`src/verilog/rt_pkg.sv`:
```
`default_nettype none

package rt_pkg;

  // ------------------------------------------------------------------------
  // sizes
  // ------------------------------------------------------------------------
  localparam int unsigned NumRegions = 2;
  localparam int unsigned NumRules   = 4;
  localparam int unsigned NumPending = 8;

  // channel field widths
  localparam int unsigned AddrWidth   = 32;
  localparam int unsigned LenWidth    = 8;
  localparam int unsigned SizeWidth   = 3;
  localparam int unsigned BudgetWidth = 16;
  localparam int unsigned PeriodWidth = 16;

  // largest request is 256 beats of 128 bytes
  localparam int unsigned BytesWidth     = LenWidth + 2**SizeWidth;
  localparam int unsigned RegionIdxWidth = $clog2(NumRegions);
  localparam int unsigned PendingWidth   = $clog2(NumPending + 1);

  // ------------------------------------------------------------------------
  // types
  // ------------------------------------------------------------------------
  typedef logic [AddrWidth-1:0]      addr_t;
  typedef logic [LenWidth-1:0]       len_t;
  typedef logic [SizeWidth-1:0]      size_t;
  typedef logic [BytesWidth-1:0]     ax_bytes_t;
  typedef logic [BudgetWidth-1:0]    budget_t;
  typedef logic [PeriodWidth-1:0]    period_t;
  typedef logic [RegionIdxWidth-1:0] region_idx_t;
  typedef logic [PendingWidth-1:0]   pending_t;

endpackage

`default_nettype wire

```
`src/verilog/rt_budget_counter.sv`:
```
`timescale 1ns/10ps
`default_nettype none

module rt_budget_counter import rt_pkg::*; (
  input  wire logic      clk_i,
  input  wire logic      rst_n_i,
  input  wire logic      enable_i,
  input  wire logic      charge_i,
  input  wire ax_bytes_t bytes_i,
  input  wire logic      abort_i,
  input  wire budget_t   budget_i,
  input  wire period_t   period_i,
  output budget_t        budget_left_o,
  output period_t        period_left_o,
  output logic           spent_o
);

  period_t period_left_q;
  budget_t budget_left_q;
  logic    spent_q;
  logic    reload;
  logic    exhaust;
  budget_t charge_bytes;

  // period expired or cut short
  assign reload       = enable_i & ((period_left_q == '0) | abort_i);
  assign charge_bytes = budget_t'(bytes_i);
  assign exhaust      = charge_bytes >= budget_left_q;

  always_ff @(posedge clk_i) begin
    if (!rst_n_i) begin
      period_left_q <= '0;
      budget_left_q <= '0;
      spent_q       <= 1'b0;
    end else if (reload) begin
      // a charge in this cycle is dropped
      period_left_q <= period_i;
      budget_left_q <= budget_i;
      spent_q       <= 1'b0;
    end else if (enable_i) begin
      period_left_q <= period_left_q - 1'b1;
      if (charge_i && !spent_q) begin
        if (exhaust) begin
          // saturate at zero
          budget_left_q <= '0;
          spent_q       <= 1'b1;
        end else begin
          budget_left_q <= budget_left_q - charge_bytes;
        end
      end
    end
  end

  assign period_left_o = period_left_q;
  assign budget_left_o = budget_left_q;
  assign spent_o       = spent_q;

  // budget only ever grows through a load of budget_i
  a_budget_rise: assert property (@(posedge clk_i) disable iff (!rst_n_i)
    !$past(reload) |-> budget_left_q <= $past(budget_left_q));

endmodule

`default_nettype wire

```
`config.mk`:
```
export PLATFORM = sky130hd
export DESIGN_NAME = rt_budget_counter
export DESIGN_NICKNAME = d
export VERILOG_FILES = /design/src/verilog/rt_pkg.sv /design/src/verilog/rt_budget_counter.sv
export SDC_FILE = /design/constraint.sdc
export NUM_CORES = 1
export LEC_CHECK = 0
export BUFFER_PORTS_ARGS = -buffer_cell sky130_fd_sc_hd__buf_2
export CAP_MARGIN = 20
export CELL_PAD_IN_SITES_DETAIL_PLACEMENT = 0
export CELL_PAD_IN_SITES_GLOBAL_PLACEMENT = 1
export CORE_ASPECT_RATIO = 0.8
export CORE_MARGIN = 2
export CORE_UTILIZATION = 33
export DETAILED_ROUTE_END_ITERATION = 6
export GPL_TIMING_DRIVEN = 0
export PLACE_DENSITY_LB_ADDON = 0.1
export SLEW_MARGIN = 20
export SYNTH_ARGS = -nofsm -noshare
export SYNTH_HDL_FRONTEND = slang
export SYNTH_SLANG_ARGS = --single-unit
```
`constraint.sdc`:
```
create_clock -name clk_i -period 2.25 [get_ports clk_i]
set_clock_uncertainty 0.15 [all_clocks]
set_input_delay 0.225 -clock clk_i [delete_from_list [all_inputs] [get_ports clk_i]]
set_output_delay 0.225 -clock clk_i [all_outputs]
set_load 0.01 [all_outputs]
```
==> flow_summary_export.csv <==
group,metric,value,unit
outcome,outcome,"complete, but fails checks",
outcome,violations,"negative setup slack",
synthesis,synthTopCellsByCount,"o21ai_0, dfxtp_1, inv_1, nor2_1, a21oi_1",
job,cap_violations,0,
sta,setup_viol,5,
synthesis,yosysMostFrequentCell,"o21ai_0",
critical_path,startpoint_type,"flop",
critical_path,worstSetupPathType,"flop to flop",
detailed_routing,dr.pass1.iters,4,
layout,n_antenna_cell,0,
clocking,cts_tree,"built",
detailed_routing,ant_nets,0,
critical_path,endpoint,"budget_left_o[4]",
synthesis,synthFlopType,"dfxtp_1",
grt,track_usage,21.69,%
placement,dp_hpwl,6638,µm
critical_path,required,2.33,ns
critical_path,r2r_slack,-0.03,ns
detailed_routing,wirelength,9195,µm
grt,grt_pass1_vias,2813,
detailed_routing,viasPerCell,5.402,
floorplanning,core-area,7532,µm²
placement,place_congestion,0.9021,
synthesis,yosysTopAreaCellShare,25.36,%
clocking,cts_sinks,33,
floorplanning,initial_utilization,34.58,%
clocking,h-tree-depth,2,
synthesis,synth.avg_cell_area,7.443,µm²
sta,worst_pin_slew,0.6166,ns
critical_path,r2r-start,"budget_left_o[0]",
sta,finalCritPeriodShare,101.4,%
critical_path,crit_path_cell_trace,"inv_2 -> ha_4 -> fa_2 -> nand2b_4 -> a21oi_4 -> o21ai_4 -> a21oi_2 -> nand4_1 -> buf_6 -> o22ai_2",
critical_path,cp_data_arrival_time,2.36,ns
critical_path,critPathLaunch,"budget_left_o[0]",
floorplanning,die_area,8625,µm²
synthesis,ys_warn_count,0,
synthesis,syn_area,2605,µm²
synthesis,synth_area_leaders,"dfxtp_1, o21ai_0, ha_1, a22oi_1, a21oi_1",
critical_path,slowest_delay,0.36,ns
sta,timing.fmax,0.4384,GHz
detailed_routing,vias,3036,
sta,hold_viol,0,
clocking,clk_path_buf_depth,2,
grt,grt_pass1_wl,14550,µm
synthesis,synth-seq-area-share,25.36,%
power,total_power,1.938,mW
synthesis,netlist_instances,350,
layout,areaGrowthSynthToFinish,43.28,%
synthesis,async_flop_share,0,%
worst_hold_path,min_path_type,"primary input to flop",
grt,overflow,0,
layout,fin_nets,528,
grt,grt_max_degree,11,
clocking,numCtsBuffers,5,
floorplanning,die_x,103.3,µm
sta,slew_viol_final,0,
power,ir_drop,195.2,µV
clocking,clock_latency,0.30,ns
detailed_routing,wire_per_inst,16.36,µm
critical_path,crit_path_top_delay_cell,"fa_2",
synthesis,synth_edf_count,0,
critical_path,cp_max_fo,5,
power,p_leak,1.621,nW
sta,rsz0062_at_grt,"true",
layout,fill_cells,761,
synthesis,synth.largest_area_cell,"dfxtp_1",
placement,portBuffers,85,
placement,preCtsSetupSlack,-0.3892,ns
clocking,clkTransAtPathRegs,0.08,ns
critical_path,crit_path_end_kind,"flop",
synthesis,synth-seq-cells,33,
layout,drive_gt1_share,38.29,%
floorplanning,rows,28,
floorplanning,die_y,83.47,µm
sta,period_needed,2.281,ns
grt,antenna_found_initial,0,
power,power.density,519.2,nW/µm²
detailed_routing,drcViolationCount,0,
clocking,cts-root-buf,"clkbuf_8",
detailed_routing,drtIter0Drc,136,
floorplanning,io-pin-count,86,
critical_path,r2r-end,"budget_left_o[4]",
sta,max_slew_margin,58.89,%
critical_path,rr_worst_depth,10,
synthesis,yosysUniqueCellTypes,52,
synthesis,synthesis.nets,422,
sta,fin_ws,-0.03077,ns
==> layout make-up <==
cell class              instances  area, µm²  area share (%)
plain buffers                  15      103.9           2.782
clock buffers                   6      72.57           1.944
clock inverters                 2      10.01          0.2682
inverters                      29      108.9           2.917
multi-input cells             272       2088           55.95
flip-flops and latches         33      669.4           17.93
well taps                     105      131.4           3.520
repair buffers                100      548.0           14.68
==> repair_timing <==
action                                  4_1_cts  5_1_grt
pin swaps                                    19        5
gates resized for setup                      69       18
endpoints found under the setup margin       32       31
gates cloned                                  1        0
hold buffers                                  1        0
hold endpoints to repair                      1        0
buffers inserted                              8        5
==> how the worst min path moves through the flow <==
stage | start | to | slack (ns) | cells after the start
detailed placement | budget_i[13] | budget_left_o[13] | 0.32 | 3
global route | budget_i[6] | budget_left_o[6] | 0.02 | 3
CTS | budget_i[13] | budget_left_o[13] | 0.004 | 3
global placement | budget_i[9] | budget_left_o[9] | 0.31 | 3
finish | budget_i[13] | budget_left_o[13] | 0.0005 | 3
floorplan | budget_i[0] | budget_left_o[0] | 0.22 | 2
==> per-layer routing <==
metal  global-route usage (%)  wire (µm)  vias to the layer above  part of all wire [%]
li1                         -          -                     1500                     -
met1                    33.99       4713                     1433                    51
met2                    29.75       3750                       93                    41
met3                    4.104        617                       10                   6.7
met4                    5.622        114                        0                   1.2
met5                        0          0                        -                     0
==> per-stage QoR <==
stage	cells	hold slack (ns)	TNS [ns]	cell area, µm²	util (%)
after floorplan	350	0.2199	0	2638	-
after CTS	557	0.003609	-0.07979	3631	48.21
after detailed placement	540	0.3173	-6.822	3194	42.41
final	562	0.0004819	-0.08809	3732	49.55
after global routing	562	0.01668	-1.932	3732	49.55
after global placement	540	0.3105	-7.044	3194	42.41
==> critical path, delay by kind of cell (launching register included) <==
family | cells | cell delay, ns
AO/OA/AOI/OAI | 4 | 0.52
adder cells (fa/ha/maj) | 2 | 0.52
buffers and inverters | 2 | 0.29
flip-flops | 1 | 0.34
AND/OR/NAND/NOR | 2 | 0.39
==> cell families after synthesis <==
logic type / share of synthesized area (%)
AO/OA/AOI/OAI: 32.08
XOR/XNOR: 3.362
adder cells (fa/ha/maj): 9.414
buffers and inverters: 6.964
flip-flops: 25.36
multiplexers: 1.201
AND/OR/NAND/NOR: 21.61
==> registers in the layout, indices dropped and copies added (netlist names) <==
signal / cells
spent_o: 1
period_left_o: 16
budget_left_o: 16
==> layout by cell type, fill, tap and decap left out, types with 3 or more instances in the layout <==
master,n
nand2_1,17
o22ai_2,3
buf_6,6
o21a_1,7
buf_4,14
nor2_1,28
xor2_1,6
dfxtp_2,4
o21ai_0,38
a21oi_1,22
nor3_1,6
o21ai_1,4
a211oi_1,4
dfxtp_1,28
ha_4,11
clkbuf_8,5
a22oi_1,15
nand3_1,12
nor2b_1,3
buf_2,85
inv_1,28
nand2b_1,11
clkbuf_1,6
a32oi_1,4
ha_1,7
xnor2_1,4
nand4_1,4
nor4_1,4
a22oi_2,3
o21ai_2,11
==> report_power, final <==
part           total [mW]  internal [mW]  switching, mW  leakage (nW)
registers           0.697          0.630         0.0673         0.273
clock network       0.474          0.215          0.259        0.0450
logic               0.766          0.349          0.417          1.30
total                1.94           1.19          0.744          1.62
(Power assumes the default switching activity.)
