[src/verilog/rt_pkg.sv]
`default_nettype none

package rt_pkg;

  // ------------------------------------------------------------------------
  // sizes
  // ------------------------------------------------------------------------
  localparam int unsigned NumRegions = 2;
  localparam int unsigned NumRules   = 4;
  localparam int unsigned NumPending = 8;

  // channel field widths
  localparam int unsigned AddrWidth   = 32;
  localparam int unsigned LenWidth    = 8;
  localparam int unsigned SizeWidth   = 3;
  localparam int unsigned BudgetWidth = 16;
  localparam int unsigned PeriodWidth = 16;

  // largest request is 256 beats of 128 bytes
  localparam int unsigned BytesWidth     = LenWidth + 2**SizeWidth;
  localparam int unsigned RegionIdxWidth = $clog2(NumRegions);
  localparam int unsigned PendingWidth   = $clog2(NumPending + 1);

  // ------------------------------------------------------------------------
  // types
  // ------------------------------------------------------------------------
  typedef logic [AddrWidth-1:0]      addr_t;
  typedef logic [LenWidth-1:0]       len_t;
  typedef logic [SizeWidth-1:0]      size_t;
  typedef logic [BytesWidth-1:0]     ax_bytes_t;
  typedef logic [BudgetWidth-1:0]    budget_t;
  typedef logic [PeriodWidth-1:0]    period_t;
  typedef logic [RegionIdxWidth-1:0] region_idx_t;
  typedef logic [PendingWidth-1:0]   pending_t;

endpackage

`default_nettype wire

[src/verilog/rt_region_decode.sv]
`timescale 1ns/10ps
`default_nettype none

module rt_region_decode import rt_pkg::*; (
  input  wire addr_t                      addr_i,
  input  wire addr_t       [NumRules-1:0] rule_start_i,
  input  wire addr_t       [NumRules-1:0] rule_end_i,
  input  wire region_idx_t [NumRules-1:0] rule_region_i,
  output region_idx_t                     region_o,
  output logic                            match_o
);

  logic [NumRules-1:0] hit;

  // half-open ranges, end is exclusive
  always_comb begin
    for (int i = 0; i < NumRules; i++) begin
      hit[i] = (addr_i >= rule_start_i[i]) && (addr_i < rule_end_i[i]);
    end
  end

  // walk down so the lowest matching rule wins
  always_comb begin
    region_o = '0;
    match_o  = 1'b0;
    for (int i = NumRules - 1; i >= 0; i--) begin
      if (hit[i]) begin
        region_o = rule_region_i[i];
        match_o  = 1'b1;
      end
    end
  end

endmodule

`default_nettype wire

[config.mk]
export PLATFORM = sky130hd
export DESIGN_NAME = rt_region_decode
export DESIGN_NICKNAME = d
export VERILOG_FILES = /design/src/verilog/rt_pkg.sv /design/src/verilog/rt_region_decode.sv
export SDC_FILE = /design/constraint.sdc
export NUM_CORES = 1
export LEC_CHECK = 0
export BUFFER_PORTS_ARGS = -buffer_cell sky130_fd_sc_hd__buf_2
export CAP_MARGIN = 20
export CELL_PAD_IN_SITES_DETAIL_PLACEMENT = 0
export CELL_PAD_IN_SITES_GLOBAL_PLACEMENT = 2
export CORE_MARGIN = 1.5
export CORE_UTILIZATION = 23
export DETAILED_ROUTE_END_ITERATION = 8
export GPL_TIMING_DRIVEN = 0
export PLACE_DENSITY_LB_ADDON = 0.12
export SYNTH_ARGS = -nofsm -noshare
export SYNTH_HDL_FRONTEND = slang
export SYNTH_SLANG_ARGS = --single-unit
[constraint.sdc]
create_clock -name vclk -period 2.7
set_input_delay 0.405 -clock vclk [all_inputs]
set_output_delay 0.405 -clock vclk [all_outputs]
set_load 0.01 [all_outputs]
==> flow_results.org <==
** Setup path
- Arrival time of data at the critical path endpoint :: 2.94 ns
- For the worst setup path, the data required time is 2.30 ns.
- Nature of the critical path endpoint :: output port
- Largest delay share family, worst path :: simple AND/OR/NAND/NOR gates
- In this run the worst path has a maximum fanout of 8.
- Walking the worst path, the cells encountered are buf_12 -> ha_4 -> nand4_1 -> buf_4 -> nor4_4 -> buf_4 -> nand4_1 -> a311oi_2 -> o31ai_2 -> or3b_1 -> o311a_1 -> o22ai_2 -> buf_2.
- Number of buffer and inverter instances along the worst setup path :: 4
- In this design, the stage delay of the slowest critical-path cell is around 0.39 ns.
- The critical path runs through a total of 13 cells.
- Cell with the largest stage delay on the worst path :: sky130_fd_sc_hd__a311oi_2
- The worst setup path is launched from a primary input.
- By startpoint and endpoint, the worst setup path is classified as in -> out.

** GRT
- Pin count of the biggest net entering global routing :: 9
- The initial antenna violation count is 10.
- The number of global-route vias before repair came to ~7100.
- Overall track demand over capacity in global routing :: 0.1685
- The first global-routing pass estimated ~37000 um of wire.
- Congestion Overflow GR :: 0

** Floorplan
- Number of ports placed on the die boundary :: 294
- The region available for standard cell placement spans around 27000 um^2.
- Vertical die dimension :: 169.1 um
- Number of placement rows :: 60
- For this configuration, the core starts out at a cell density of 0.2349.
- The floorplan step defined a die boundary enclosing ~29000 um^2.
- Floorplan die width :: 169.1 um

** Cells and area
- The final layout contains ~1700 nets.
- The area growth from synthesis to layout is 42.64%.
- Sequential cell area :: 0 um^2
- Final design instance area without fill :: ~9100 um^2
- Clock buffers :: 0
- Measured on the finished design, the core utilization comes to 0.3350.
- Count of sequential standard cells :: 0
- Of the cells placed in the final design, the portion with a size suffix greater than 1 is 0.3081.
- The finished layout holds 1540 standard cells, fillers aside.

** Timing
- Final hold analysis gives a worst-case slack of 1.175 ns.
- Setup-violating endpoint count in the final report :: 2
- RSZ-0062 raised after global routing :: true
- Ratio of final minimum period to clock period :: 1.239
- Across all setup checks in the final design, the least slack found is -0.6454 ns.
- The worst pin sits at a relative slew slack of 0.5630.
- Hold Fails Final Rpt :: 0
- After layout, the minimum clock period comes to approximately 3.3 ns.
- The final max-slew violation count is 0.
- Maximum achievable frequency :: 298.9 MHz
- For the pin with the worst max-slew slack, the measured transition is roughly 0.64 ns.

** Power
- In this run the power density over the cells is 144.1 nW/um^2.
- IR analysis of the VDD net gives a maximum drop of between 0.00005 and 0.00006 V.
- Static power due to leakage :: 5.394 nW

** Logic synthesis
- Averaged over all synthesized cells, the footprint is 7.197 um^2.
- Total of warnings raised by yosys :: 0
- By area the synthesized netlist is led by sky130_fd_sc_hd__ha_1 50%, sky130_fd_sc_hd__inv_1 15%, sky130_fd_sc_hd__a21oi_1 5.3%, sky130_fd_sc_hd__nand4_1 4.0%, sky130_fd_sc_hd__a21o_1 2.8%.
- Yosys mapped the design onto 48 distinct sky130hd cell types.
- The share of the Yosys chip area taken by registers is 0.
- The share of synthesized area in the top cell type comes to 0.4967.
- The biggest area contributor in the post-synthesis netlist is sky130_fd_sc_hd__ha_1.
- Summing every instance area after synthesis gives 6347 um^2.
- The number of nets handed over by synthesis was 1426.
- Post-synthesis cell count :: 882

** Hold path
- The worst hold path belongs to the class in -> out.
- Hold Path Depth :: 4

** Routing
- Wires add up to 25030 um.
- ANT nets after route :: 0
- In the final routed layout, each cell accounts on average for approximately 16 um.
- Post-route DRC violation count :: 0
- Initial detailed-routing violation count :: ~180
- Via density per instance :: 4.471
- Total iterations of the first detailed-routing run :: 6
- The routed layout has between 6000 and 7000 vias.

** Placement
- Placed standard-cell area :: 8278 um^2
- During placement, the flow inserted port buffers numbering 294.
- HPWL after detailed placement :: 22090 um
- The number of placed instances, taps included, is 1517.
- The congestion estimate from routability-driven global placement came to 0.8279.

** Outcome
- Violations in the final reports :: negative setup slack
- The run finished, with violations left.

** Flow run
- The tool flagged a number of max-cap violations equal to 0.

** CTS
- Hold-fix buffer count after cts :: 0
## timing repair
action / 4_1_cts / 5_1_grt
setup endpoints to repair: 2 / 2
pin swaps: 19 / 21
gates resized for setup: 66 / 71
setup buffers: 10 / 2
## Yosys cell counts (2+ instances only)
cell type and n:
sky130_fd_sc_hd__nor3_1 7, sky130_fd_sc_hd__a21o_1 24, sky130_fd_sc_hd__or3b_1 2, sky130_fd_sc_hd__o21ai_1 6, sky130_fd_sc_hd__o21ai_0 34, sky130_fd_sc_hd__nor2b_1 5
sky130_fd_sc_hd__nand2b_4 2, sky130_fd_sc_hd__a31oi_1 2, sky130_fd_sc_hd__and4_1 3, sky130_fd_sc_hd__inv_1 257, sky130_fd_sc_hd__nand3_1 18, sky130_fd_sc_hd__nor3b_1 3
sky130_fd_sc_hd__a221oi_1 2, sky130_fd_sc_hd__a21oi_1 67, sky130_fd_sc_hd__o31ai_1 4, sky130_fd_sc_hd__o221ai_1 2, sky130_fd_sc_hd__nand2b_1 4, sky130_fd_sc_hd__o2111ai_1 2
sky130_fd_sc_hd__o211ai_1 9, sky130_fd_sc_hd__a211o_1 3, sky130_fd_sc_hd__nand4_1 41, sky130_fd_sc_hd__a2111oi_0 7, sky130_fd_sc_hd__o31a_1 2, sky130_fd_sc_hd__ha_1 252
sky130_fd_sc_hd__nand2_1 38, sky130_fd_sc_hd__nor4_1 7, sky130_fd_sc_hd__a221o_1 5, sky130_fd_sc_hd__nor2_1 37, sky130_fd_sc_hd__a211oi_1 14, sky130_fd_sc_hd__o21a_1 5
## power by group
part / switching [W] / leakage, nW / internal, W
sequential: 0 / 0 / 0
combinational: 0.000667 / 5.39 / 0.000638
clock: 0 / 0.0000697 / 0.000000000545
total: 0.000667 / 5.39 / 0.000638
## final cells by class
cell class                 count  area, um^2
antenna                       11       27.53
fill                        3045       17970
inverter                     257       974.7
multi-input combinational    625        5811
tap                          341       426.7
timing repair buffer         306        1814
## stage by stage
step / TNS (ns) / power [W] / worst slack, ns
global route: -1.390 / 0.001512 / -0.7721
finish: -1.197 / 0.001304 / -0.6454
floorplan: -0.01048 / 0.0006778 / -0.01048
CTS: -1.354 / 0.001275 / -0.7136
global placement: -2.914 / 0.001193 / -1.612
detailed placement: -3.002 / 0.001196 / -1.660
## cells by family after synthesis
family          share of synthesized area
buf+inv                            0.1520
fa+ha+maj                          0.4967
compound gates                     0.2117
simple gates                       0.1396
## per-layer routing
metal  up-vias  part of all wire  track usage
met4         6             0.015      0.02193
met3        18             0.080      0.03250
met5         -            0.0014            0
li1       3723                 -            -
met1      2951              0.42       0.2025
met2       188              0.48       0.3151
## final timing paths
path / end / startpoint / slack, ns
hold / removal: region_o / rule_region_i[0] / 1.17
setup / recovery: region_o / addr_i[27] / -0.65
## cells in the final DEF, fill, tap and decap left out, types with 6 or more instances in the layout
cell | Yosys | final
sky130_fd_sc_hd__o211ai_1 | 9 | 9
sky130_fd_sc_hd__buf_4 | 0 | 14
sky130_fd_sc_hd__a21oi_1 | 67 | 66
sky130_fd_sc_hd__nor2_1 | 37 | 37
sky130_fd_sc_hd__inv_2 | 0 | 9
sky130_fd_sc_hd__buf_2 | 0 | 264
sky130_fd_sc_hd__nor3_1 | 7 | 7
sky130_fd_sc_hd__o21ai_0 | 34 | 34
sky130_fd_sc_hd__ha_1 | 252 | 229
sky130_fd_sc_hd__inv_1 | 257 | 246
sky130_fd_sc_hd__buf_12 | 0 | 7
sky130_fd_sc_hd__nand4_1 | 41 | 41
sky130_fd_sc_hd__diode_2 | 0 | 11
sky130_fd_sc_hd__nand2_1 | 38 | 38
sky130_fd_sc_hd__o21ai_1 | 6 | 6
sky130_fd_sc_hd__buf_6 | 0 | 14
sky130_fd_sc_hd__nand3_1 | 18 | 18
sky130_fd_sc_hd__a21o_1 | 24 | 24
sky130_fd_sc_hd__ha_4 | 0 | 23
sky130_fd_sc_hd__a211oi_1 | 14 | 13
Note: power is estimated with default switching activity, not from simulation.
