==> config.mk <==
export PLATFORM = sky130hd
export DESIGN_NAME = rt_bypass_fsm
export DESIGN_NICKNAME = d
export VERILOG_FILES = /design/src/verilog/rt_bypass_fsm.sv
export SDC_FILE = /design/constraint.sdc
export NUM_CORES = 1
export LEC_CHECK = 0
export ABC_AREA = 1
export BUFFER_PORTS_ARGS = -buffer_cell sky130_fd_sc_hd__buf_2
export CAP_MARGIN = 20
export CORE_AREA = 2 2 39 41
export DETAILED_ROUTE_END_ITERATION = 10
export DIE_AREA = 0 0 41 43
export PLACE_DENSITY = 0.37
export SYNTH_ARGS = -nofsm -noshare
export SYNTH_HDL_FRONTEND = slang
export SYNTH_SLANG_ARGS = --single-unit
export TNS_END_PERCENT = 5
==> constraint.sdc <==
create_clock -name clk_i -period 3 [get_ports clk_i]
set_input_delay 0.45 -clock clk_i [delete_from_list [all_inputs] [get_ports clk_i]]
set_output_delay 0.45 -clock clk_i [all_outputs]
set_load 0.05 [all_outputs]
==> src/verilog/rt_bypass_fsm.sv <==
`timescale 1ns/10ps
`default_nettype none

module rt_bypass_fsm (
  input  wire logic clk_i,
  input  wire logic rst_n_i,
  input  wire logic rt_enable_i,
  input  wire logic isolated_i,
  output logic      isolate_o,
  output logic      bypassed_o
);

  typedef enum logic [1:0] {
    IDLE,
    ISOLATE,
    SWITCH,
    DEISOLATE
  } rt_state_e;

  rt_state_e state_q, state_d;
  logic      bypassed_q, bypassed_d;

  always_comb begin
    state_d    = state_q;
    bypassed_d = bypassed_q;
    isolate_o  = 1'b0;
    unique case (state_q)
      IDLE: begin
        // requested mode differs from current one
        if (rt_enable_i == bypassed_q) begin
          state_d = ISOLATE;
        end
      end
      ISOLATE: begin
        isolate_o = 1'b1;
        if (isolated_i) begin
          state_d = SWITCH;
        end
      end
      SWITCH: begin
        isolate_o  = 1'b1;
        bypassed_d = ~bypassed_q;
        state_d    = DEISOLATE;
      end
      DEISOLATE: begin
        if (!isolated_i) begin
          state_d = IDLE;
        end
      end
      default: state_d = IDLE;
    endcase
  end

  always_ff @(posedge clk_i) begin
    if (!rst_n_i) begin
      state_q    <= IDLE;
      bypassed_q <= 1'b1;
    end else begin
      state_q    <= state_d;
      bypassed_q <= bypassed_d;
    end
  end

  assign bypassed_o = bypassed_q;

endmodule

`default_nettype wire

==> results of run 1 <==
## cell families after synthesis
family,after synthesis
simple gates,14
buf+inv,8
fa+ha+maj,5
flops,3
compound gates,2
xor+xnor,1
## flip-flops by register name (all words and copies together), names as in the netlist
| signal | cells |
|---|---|
| state_q | 2 |
| bypassed_o | 1 |
## layer usage
layer,track usage (%),routed length (um)
met1,5.13,159
met2,10.6,190
met3,6.28,29
met4,6.00,0
met5,0,0
## stage by stage
step | hold slack (ns) | utilization [%]
global route | 0.417 | 22.3
CTS | 0.418 | 22.3
global placement | 0.543 | 20.4
detailed placement | 0.529 | 20.4
finish | 0.422 | 22.3
floorplan | 0.502 | -
## report_power, final
| part | switching [uW] | internal, uW | leakage [uW] |
|---|---|---|---|
| Combinational | 137 | 65.7 | 0.000130 |
| Clock | 19.2 | 49.7 | 0.0000150 |
| Sequential | 20.1 | 58.7 | 0.0000249 |
| Total | 176 | 174 | 0.000169 |
## cells in the mapped netlist (all sizes together)
library cell / count
ha: 5
dfxtp: 3
nand3: 3
nor2: 3
inv: 8
a21oi: 2
nand2: 8
xnor2: 1
## worst paths after layout
kind                              to  slack, ns  cells past startpoint
max                        isolate_o       1.29                      3
min          bypassed_o$_SDFFE_PN1N_       0.42                      2
max reg2reg  state_q[1]$_SDFFE_PN0P_       1.90                      6
min reg2reg  state_q[1]$_SDFFE_PN0P_       0.53                      2
## final cells by class
class,count,share of cell area (%)
timing repair buffer,5,8.10
sequential,3,19.4
multi-input combinational,22,47.8
tap,16,6.48
inverter,8,9.72
clock buffer,4,8.50
==> results.yml, run 1 <==
worst_setup_path:
  path_class: "flop to primary output"
  cpPeakStageDelay_ns: 0.38
  crit_slowest_cell: "dfxtp_1"
  path_cells: "inv_1 > ha_1 > buf_2"
  cp.required_ns: 2.55
  critPathLaunchType: "flop"
  crit_family: "flip-flops"
  cp.buffers_inverters: 2
  crit_fanout: 4
  startpoint: "state_q[0]$_SDFFE_PN0P_"
  cp.arrival_ns: 1.26
  r2r-start: "state_q[0]$_SDFFE_PN0P_"
  crit_path_end_kind: "primary output"
logic_synthesis:
  synth_area_leaders: "ha_1 (26%), dfxtp_1 (25%), inv_1 (11%), nand2_1 (9.5%), nand2_2 (5.3%)"
  synth_nets: 42
  synth_top_area_share_pct: 26.3
  synth-simple-area-share_pct: 27.9
  yosysWarnings: 0
  synthesis.area_sq_um: 238
  ys_seq_area_share_pct: 25.3
  ys_types: 11
  syn_area_per_cell_sq_um: 7.20
  syn_inst: 33
  synth_compound_area_share_pct: 4.21
  yosys-mux-area-fraction_pct: 0
  synth_fa_ha_area_share_pct: 26.3
  synth_xor_area_share_pct: 3.68
  yosys.area.top_type: "ha_1"
  ys_ff_latch: 3
  synth_top_family_by_area: "simple AND/OR/NAND/NOR gates"
place:
  placed_area_sq_um: 283
  placedCellCount: 54
  dp_slack_ns: 1.53
  hpwl_um: 331
  portBuffers: 5
  gp_congestion: 0.603
power_and_ir_drop:
  p_leak_uw: 0.000169
  powerDensity_mw_per_mm2: 1130
  total_power_uw: 350
  ir_worst_vdd_mv: 0.251
sta:
  clock.fmax_mhz: 586
  setup_viol: 0
  hold_violations: 0
  rsz0062_at_grt: "no"
  layout_min_cycle_time_ns: 1.71
  relSlewSlack_pct: 83.6
  slew_viol_final: 0
  setup_tns_ns: 0
  worstMarginPinSlew_ns: 0.248
  fin_worst_skew_ns: 0.000568
  setup_ws_ns: 1.29
  finalCritPeriodShare_pct: 56.8
cells_and_area:
  drive_above_1_share_pct: 28.6
  final_common_cell: "inv_1"
  num-nets-final: 52
  fin_cells: 58
  regArea_sq_um: 60.1
  syn_to_final_growth_pct: 30.0
  multiInputGateArea_sq_um: 148
  final_cell_mix: "inv_1 (7), nand2_1 (6), ha_1 (5), buf_2 (5)"
  antenna_cells: 0
  fillerInstances: 174
  fin_area_sq_um: 309
cts:
  cts_hold_buf: 0
  cts_buffers: 3
  htreeDepth: 1
  cts_setup_buffers: 0
  clk_pin_slew_ns: 0.03
  cts_tree: "done"
  cts.sink_count: 3
  root_buffer: "clkbuf_4"
  cts_buffer_depth: 2
  clock_latency_ns: 0.23
  cts_resized: 0
worst_hold_path:
  hp-class: "input pin to flop"
  hold_path_startpoint: "rst_n_i"
detailed_routing:
  drt_wl_total_um: 379
  drt-initial-drc-count: 0
  viasPerCell: 3.50
  num_vias: 203
  drtAntennaViolNets: 0
  drc: 0
  wl_per_cell_um: 6.53
  drtPass1Iterations: 1
grt:
  grt_pass1_vias: 223
  grt_pass1_wl_um: 765
  grt_overflow: 0
  grtUsageTotal_pct: 7.12
  grt_max_degree: 5
  antenna_found_initial: 0
die:
  start_util_pct: 17.2
  die_h_um: 43
  rows: 14
  ioPinCount: 6
  coreArea_sq_mm: 0.00138
  dieArea_sq_mm: 0.00176
  die_w_um: 41
run_status:
  outcome: "finished clean"
flow_run:
  drv_cap: 0
Power figures use the tool's default switching activity.
==> inputs of run 2 (changes only) <==
--- a/config.mk
+++ b/config.mk
@@ -5,13 +5,13 @@
 export SDC_FILE = /design/constraint.sdc
 export NUM_CORES = 1
 export LEC_CHECK = 0
-export ABC_AREA = 1
+export ABC_AREA = 0
 export BUFFER_PORTS_ARGS = -buffer_cell sky130_fd_sc_hd__buf_2
 export CAP_MARGIN = 20
 export CORE_AREA = 2 2 39 41
 export DETAILED_ROUTE_END_ITERATION = 10
 export DIE_AREA = 0 0 41 43
-export PLACE_DENSITY = 0.37
+export PLACE_DENSITY = 0.35
 export SYNTH_ARGS = -nofsm -noshare
 export SYNTH_HDL_FRONTEND = slang
 export SYNTH_SLANG_ARGS = --single-unit
==> constraint.sdc (replaced) <==
create_clock -name clk_i -period 1.68 [get_ports clk_i]
set_input_delay 0.252 -clock clk_i [delete_from_list [all_inputs] [get_ports clk_i]]
set_output_delay 0.252 -clock clk_i [all_outputs]
set_load 0.05 [all_outputs]
==> run 2 against run 1 <==
Compared with the run above:
- synthesized area shrank 12%
- die area unchanged
- utilization decreased by 2.0 points
- design area shrank 8.9%
- first-iteration DRC count unchanged
- largest cell class unchanged
- highest routed layer unchanged
==> results.yml, run 2 <==
detailed_routing:
  drc: 0
  num_vias: 162
  drt_wl_total_um: 343
  viasPerCell: 3.60
  drtPass1Iterations: 1
  drt-initial-drc-count: 0
  drtAntennaViolNets: 0
  wl_per_cell_um: 7.62
cells_and_area:
  final_cell_mix: "ha_1 (5), buf_2 (5), nand2_1 (3), dfxtp_1 (3), clkbuf_4 (3)"
  syn_to_final_growth_pct: 33.9
  multiInputGateArea_sq_um: 143
  antenna_cells: 0
  fillerInstances: 162
  largest_register_ffs: 2
  regMostFlops: "state_q"
  regArea_sq_um: 60.1
  fin_cells: 45
  num-nets-final: 39
  drive_above_1_share_pct: 31.0
sta:
  clock.fmax_mhz: 658
  slew_viol_final: 0
  fin_worst_skew_ns: 0.000970
  hold_violations: 0
  rsz0062_at_grt: "no"
  relSlewSlack_pct: 83.6
  layout_min_cycle_time_ns: 1.52
  worstMarginPinSlew_ns: 0.248
  setup_ws_ns: 0.160
  finalCritPeriodShare_pct: 90.5
  setup_viol: 0
  setup_tns_ns: 0
logic_synthesis:
  synth_top_area_share_pct: 29.8
  synth_nets: 29
  synthesis.area_sq_um: 210
  yosys.area.top_type: "ha_1"
  syn_inst: 20
  netlist_top_cells_count: "ha_1 (5), dfxtp_1 (3), nand2_1 (3)"
  yosysWarnings: 0
  ys_ff_latch: 3
  synth_area_leaders: "ha_1 (30%), dfxtp_1 (29%), mux2_4 (7.1%), a2111o_1 (5.4%), nand2_1 (5.4%)"
  ys_async_sr_fraction_pct: 0
  yosysMostFrequentCell: "ha_1"
  syn_area_per_cell_sq_um: 10.5
  ys_types: 11
  ys_seq_area_share_pct: 28.6
  synth_edf_count: 0
  synth_ff_type: "dfxtp_1"
grt:
  grt_pass1_vias: 143
  antenna_found_initial: 0
  grt_max_degree: 5
  grt_pass1_wl_um: 531
  grtUsageTotal_pct: 5.31
  grt_overflow: 0
cts:
  clk_pin_slew_ns: 0.03
  cts_buffer_depth: 2
  cts_setup_buffers: 0
  cts_buffers: 3
  cts.sink_count: 3
  clock_latency_ns: 0.23
  cts_tree: "done"
  root_buffer: "clkbuf_4"
  cts_hold_buf: 0
  htreeDepth: 1
  cts_resized: 0
worst_hold_path:
  hp-class: "input pin to flop"
  min_path_cells: 2
worst_setup_path:
  cp.required_ns: 1.43
  r2r-start: "state_q[1]$_SDFFE_PN0P_"
  cp.arrival_ns: 1.27
  path_class: "flop to primary output"
  rr_worst_depth: 5
  startpoint: "state_q[0]$_SDFFE_PN0P_"
  crit_path_end_kind: "primary output"
  crit_fanout: 4
  reg2reg_to: "state_q[0]$_SDFFE_PN0P_"
  r2r_setup_slack_ns: 0.16
  critPathLaunchType: "flop"
  crit_end: "isolate_o"
die:
  dieArea_sq_mm: 0.00176
  coreArea_sq_mm: 0.00138
  die_w_um: 41
  ioPinCount: 6
  die_h_um: 43
  rows: 14
  start_util_pct: 15.2
flow_run:
  drv_cap: 0
run_status:
  outcome: "finished clean"
place:
  gp_congestion: 0.686
  dp_slack_ns: 0.153
  placedCellCount: 41
  portBuffers: 5
  hpwl_um: 286
## run 2: cell count changes in the layout (fill, tap and decap cells not counted), moves of 2 or more
cell	delta
inv_1	-5
nand2_1	-3
nand2_2	-2
nand3_1	-2
nor2_1	-3
## run 2: how the worst min path moves through the flow
stage	start	to
after CTS	rst_n_i	bypassed_o$_SDFFE_PN1N_
after global routing	rst_n_i	bypassed_o$_SDFFE_PN1N_
after global placement	rst_n_i	bypassed_o$_SDFFE_PN1N_
after floorplan	rst_n_i	bypassed_o$_SDFFE_PN1N_
final	rst_n_i	bypassed_o$_SDFFE_PN1N_
after detailed placement	rst_n_i	bypassed_o$_SDFFE_PN1N_
## run 2: cells by family after synthesis
family,synth area share (%)
buffers and inverters,3.57
AOI/OAI and AO/OA,12.5
adders and majority gates,29.8
DFF,28.6
muxes,11.9
xor gates and xnor gates,8.33
and+or+nand+nor,5.36
## run 2: area by class of cell
type / instances / area share (%)
clock buffers: 4 / 9.33
repair buffers: 5 / 8.89
multi-input cells: 15 / 50.7
flip-flops and latches: 3 / 21.3
well taps: 16 / 7.11
inverters: 2 / 2.67
## run 2: worst max-delay path, stage by stage, from the launching register on
cell and delay (ns):
dfxtp_1 0.37, inv_1 0.10, ha_1 0.31, buf_2 0.26
## run 2: metrics by stage
step,utilization (%),hold WS [ns],instance area [sq um]
6_report,20.3,0.225,282
3_5_place_dp,18.4,0.460,255
3_3_place_gp,18.4,0.457,255
5_1_grt,20.3,0.233,282
4_1_cts,20.3,0.218,282
2_1_floorplan,-,0.314,210
## run 2: per-layer routing
metal	vias to the layer above	wire length, um	GRT usage, %
met4	0	0	10.0
li1	87	-	-
met3	0	24	1.57
met2	4	155	5.31
met5	-	0	0
met1	71	162	5.73
Power of run 2 is left out: the tool's default activity adds up to more than one toggle a clock period on the data nets, which glitch-free logic cannot reach.
==> inputs of run 3 (changes only) <==
--- a/config.mk
+++ b/config.mk
@@ -8,10 +8,12 @@
 export ABC_AREA = 0
 export BUFFER_PORTS_ARGS = -buffer_cell sky130_fd_sc_hd__buf_2
 export CAP_MARGIN = 20
+export CELL_PAD_IN_SITES_DETAIL_PLACEMENT = 1
+export CELL_PAD_IN_SITES_GLOBAL_PLACEMENT = 1
 export CORE_AREA = 2 2 39 41
 export DETAILED_ROUTE_END_ITERATION = 10
 export DIE_AREA = 0 0 41 43
-export PLACE_DENSITY = 0.35
+export PLACE_DENSITY = 0.42
 export SYNTH_ARGS = -nofsm -noshare
 export SYNTH_HDL_FRONTEND = slang
 export SYNTH_SLANG_ARGS = --single-unit
==> run 3 against run 2 <==
Compared with the run above:
- sequential share of layout area is the same
- die area is the same
- highest routed layer unchanged
- routed wire length grew 20%
- critical endpoint is now state_q[0]$_SDFFE_PN0P_
- register-to-register slack lost 0.02 ns
- clock-buffer cell count is the same
- first-iteration DRC count is the same
- critical path type is now flop to flop
- global-route usage grew 2.1 points
==> results.yml, run 3 (synthesis results as in run 2) <==
sta:
  relSlewSlack_pct: 83.6
  setup_viol: 0
  hold_violations: 0
  setup_tns_ns: 0
  slew_viol_final: 0
  worstMarginPinSlew_ns: 0.245
  clock.fmax_mhz: 650
  layout_min_cycle_time_ns: 1.54
  fin_worst_skew_ns: 0.00448
  rsz0062_at_grt: "no"
  finalCritPeriodShare_pct: 91.6
cells_and_area:
  antenna_cells: 0
  syn_to_final_growth_pct: 33.9
  regArea_sq_um: 60.1
  regMostFlops: "state_q"
  drive_above_1_share_pct: 31.0
  num-nets-final: 39
  multiInputGateArea_sq_um: 143
  final_cell_mix: "ha_1 (5), buf_2 (5), nand2_1 (3), dfxtp_1 (3), clkbuf_4 (3)"
  fillerInstances: 161
  post-route-util_pct: 20.3
  largest_register_ffs: 2
grt:
  grt_overflow: 0
  antenna_found_initial: 0
  grt_max_degree: 5
  grt_pass1_vias: 187
  grtUsageTotal_pct: 7.42
  grt_pass1_wl_um: 786
cts:
  cts_resized: 0
  htreeDepth: 1
  cts_tree: "done"
  cts.sink_count: 3
  cts_hold_buf: 0
  root_buffer: "clkbuf_4"
  cts_buffers: 3
  cts_setup_buffers: 0
  cts_buffer_depth: 2
  clk_pin_slew_ns: 0.04
  clock_latency_ns: 0.23
die:
  start_util_pct: 15.2
  dieArea_sq_mm: 0.00176
  die_h_um: 43
  coreArea_sq_mm: 0.00138
  ioPinCount: 6
  rows: 14
  die_w_um: 41
detailed_routing:
  drt_wl_total_um: 413
  drtPass1Iterations: 1
  wl_per_cell_um: 9.18
  drtAntennaViolNets: 0
  drt-initial-drc-count: 0
  num_vias: 163
  drc: 0
  viasPerCell: 3.62
flow_run:
  drv_cap: 0
place:
  gp_congestion: 0.682
  hpwl_um: 350
  portBuffers: 5
worst_setup_path:
  critPathLaunchType: "flop"
  path_class: "flop to flop"
  crit_fanout: 4
  cp.required_ns: 1.80
  crit_path_end_kind: "flop"
  cp.arrival_ns: 1.66
power_and_ir_drop:
  p_leak_uw: 0.000138
  ir_worst_vdd_mv: 0.654
  powerDensity_mw_per_mm2: 2190
worst_hold_path:
  hp-class: "input pin to flop"
run_status:
  outcome: "finished clean"
run 3: cell counts in the layout (fill, tap and decap cells not counted):
No cell type changed its count.
run 3: path summary, 6_finish.rpt:
check / from / to / slack, ns / depth (start not counted)
max: state_q[1]$_SDFFE_PN0P_ / state_q[0]$_SDFFE_PN0P_ / 0.14 / 5
min: rst_n_i / bypassed_o$_SDFFE_PN1N_ / 0.22 / 2
max reg2reg: state_q[1]$_SDFFE_PN0P_ / state_q[0]$_SDFFE_PN0P_ / 0.14 / 5
min reg2reg: state_q[1]$_SDFFE_PN0P_ / state_q[1]$_SDFFE_PN0P_ / 0.50 / 2
run 3: through the flow:
step           cells  power (uW)  hold WS, ns  cell area (sq um)  setup WS [ns]
2_1_floorplan     20         426        0.314                210          0.230
3_3_place_gp      41         489        0.456                255          0.149
3_5_place_dp      41         500        0.460                255          0.137
4_1_cts           45         636        0.211                282          0.125
5_1_grt           45         680        0.231                282         0.0407
6_report          45         617        0.218                282          0.140
run 3: routing by layer:
layer	track usage [%]	wire, um	vias to the layer above	part of all wire [%]
met5	0	0	-	0
met4	10.0	0	0	0
met3	3.14	18	0	4.4
met2	9.06	214	3	52
met1	7.69	180	76	44
li1	-	-	84	-
run 3: where the power goes:
part / leakage [uW] / internal (uW) / switching, uW / total, uW
clock network: 0.0000150 / 89.0 / 37.4 / 126
registers: 0.0000248 / 104 / 30.4 / 135
logic: 0.0000983 / 129 / 227 / 356
total: 0.000138 / 322 / 295 / 617
run 3: critical path: stages, from the launching register on:
cell and delay, ns:
dfxtp_1 0.36, inv_1 0.09, ha_1 0.19, mux2_4 0.27
a2111o_1 0.38, o211a_1 0.12
run 3: area by class of cell:
cell class | count | area share (%)
clock buffer | 4 | 9.33
inverter | 2 | 2.67
multi-input combinational | 15 | 50.7
sequential | 3 | 21.3
tap | 16 | 7.11
timing repair buffer | 5 | 8.89
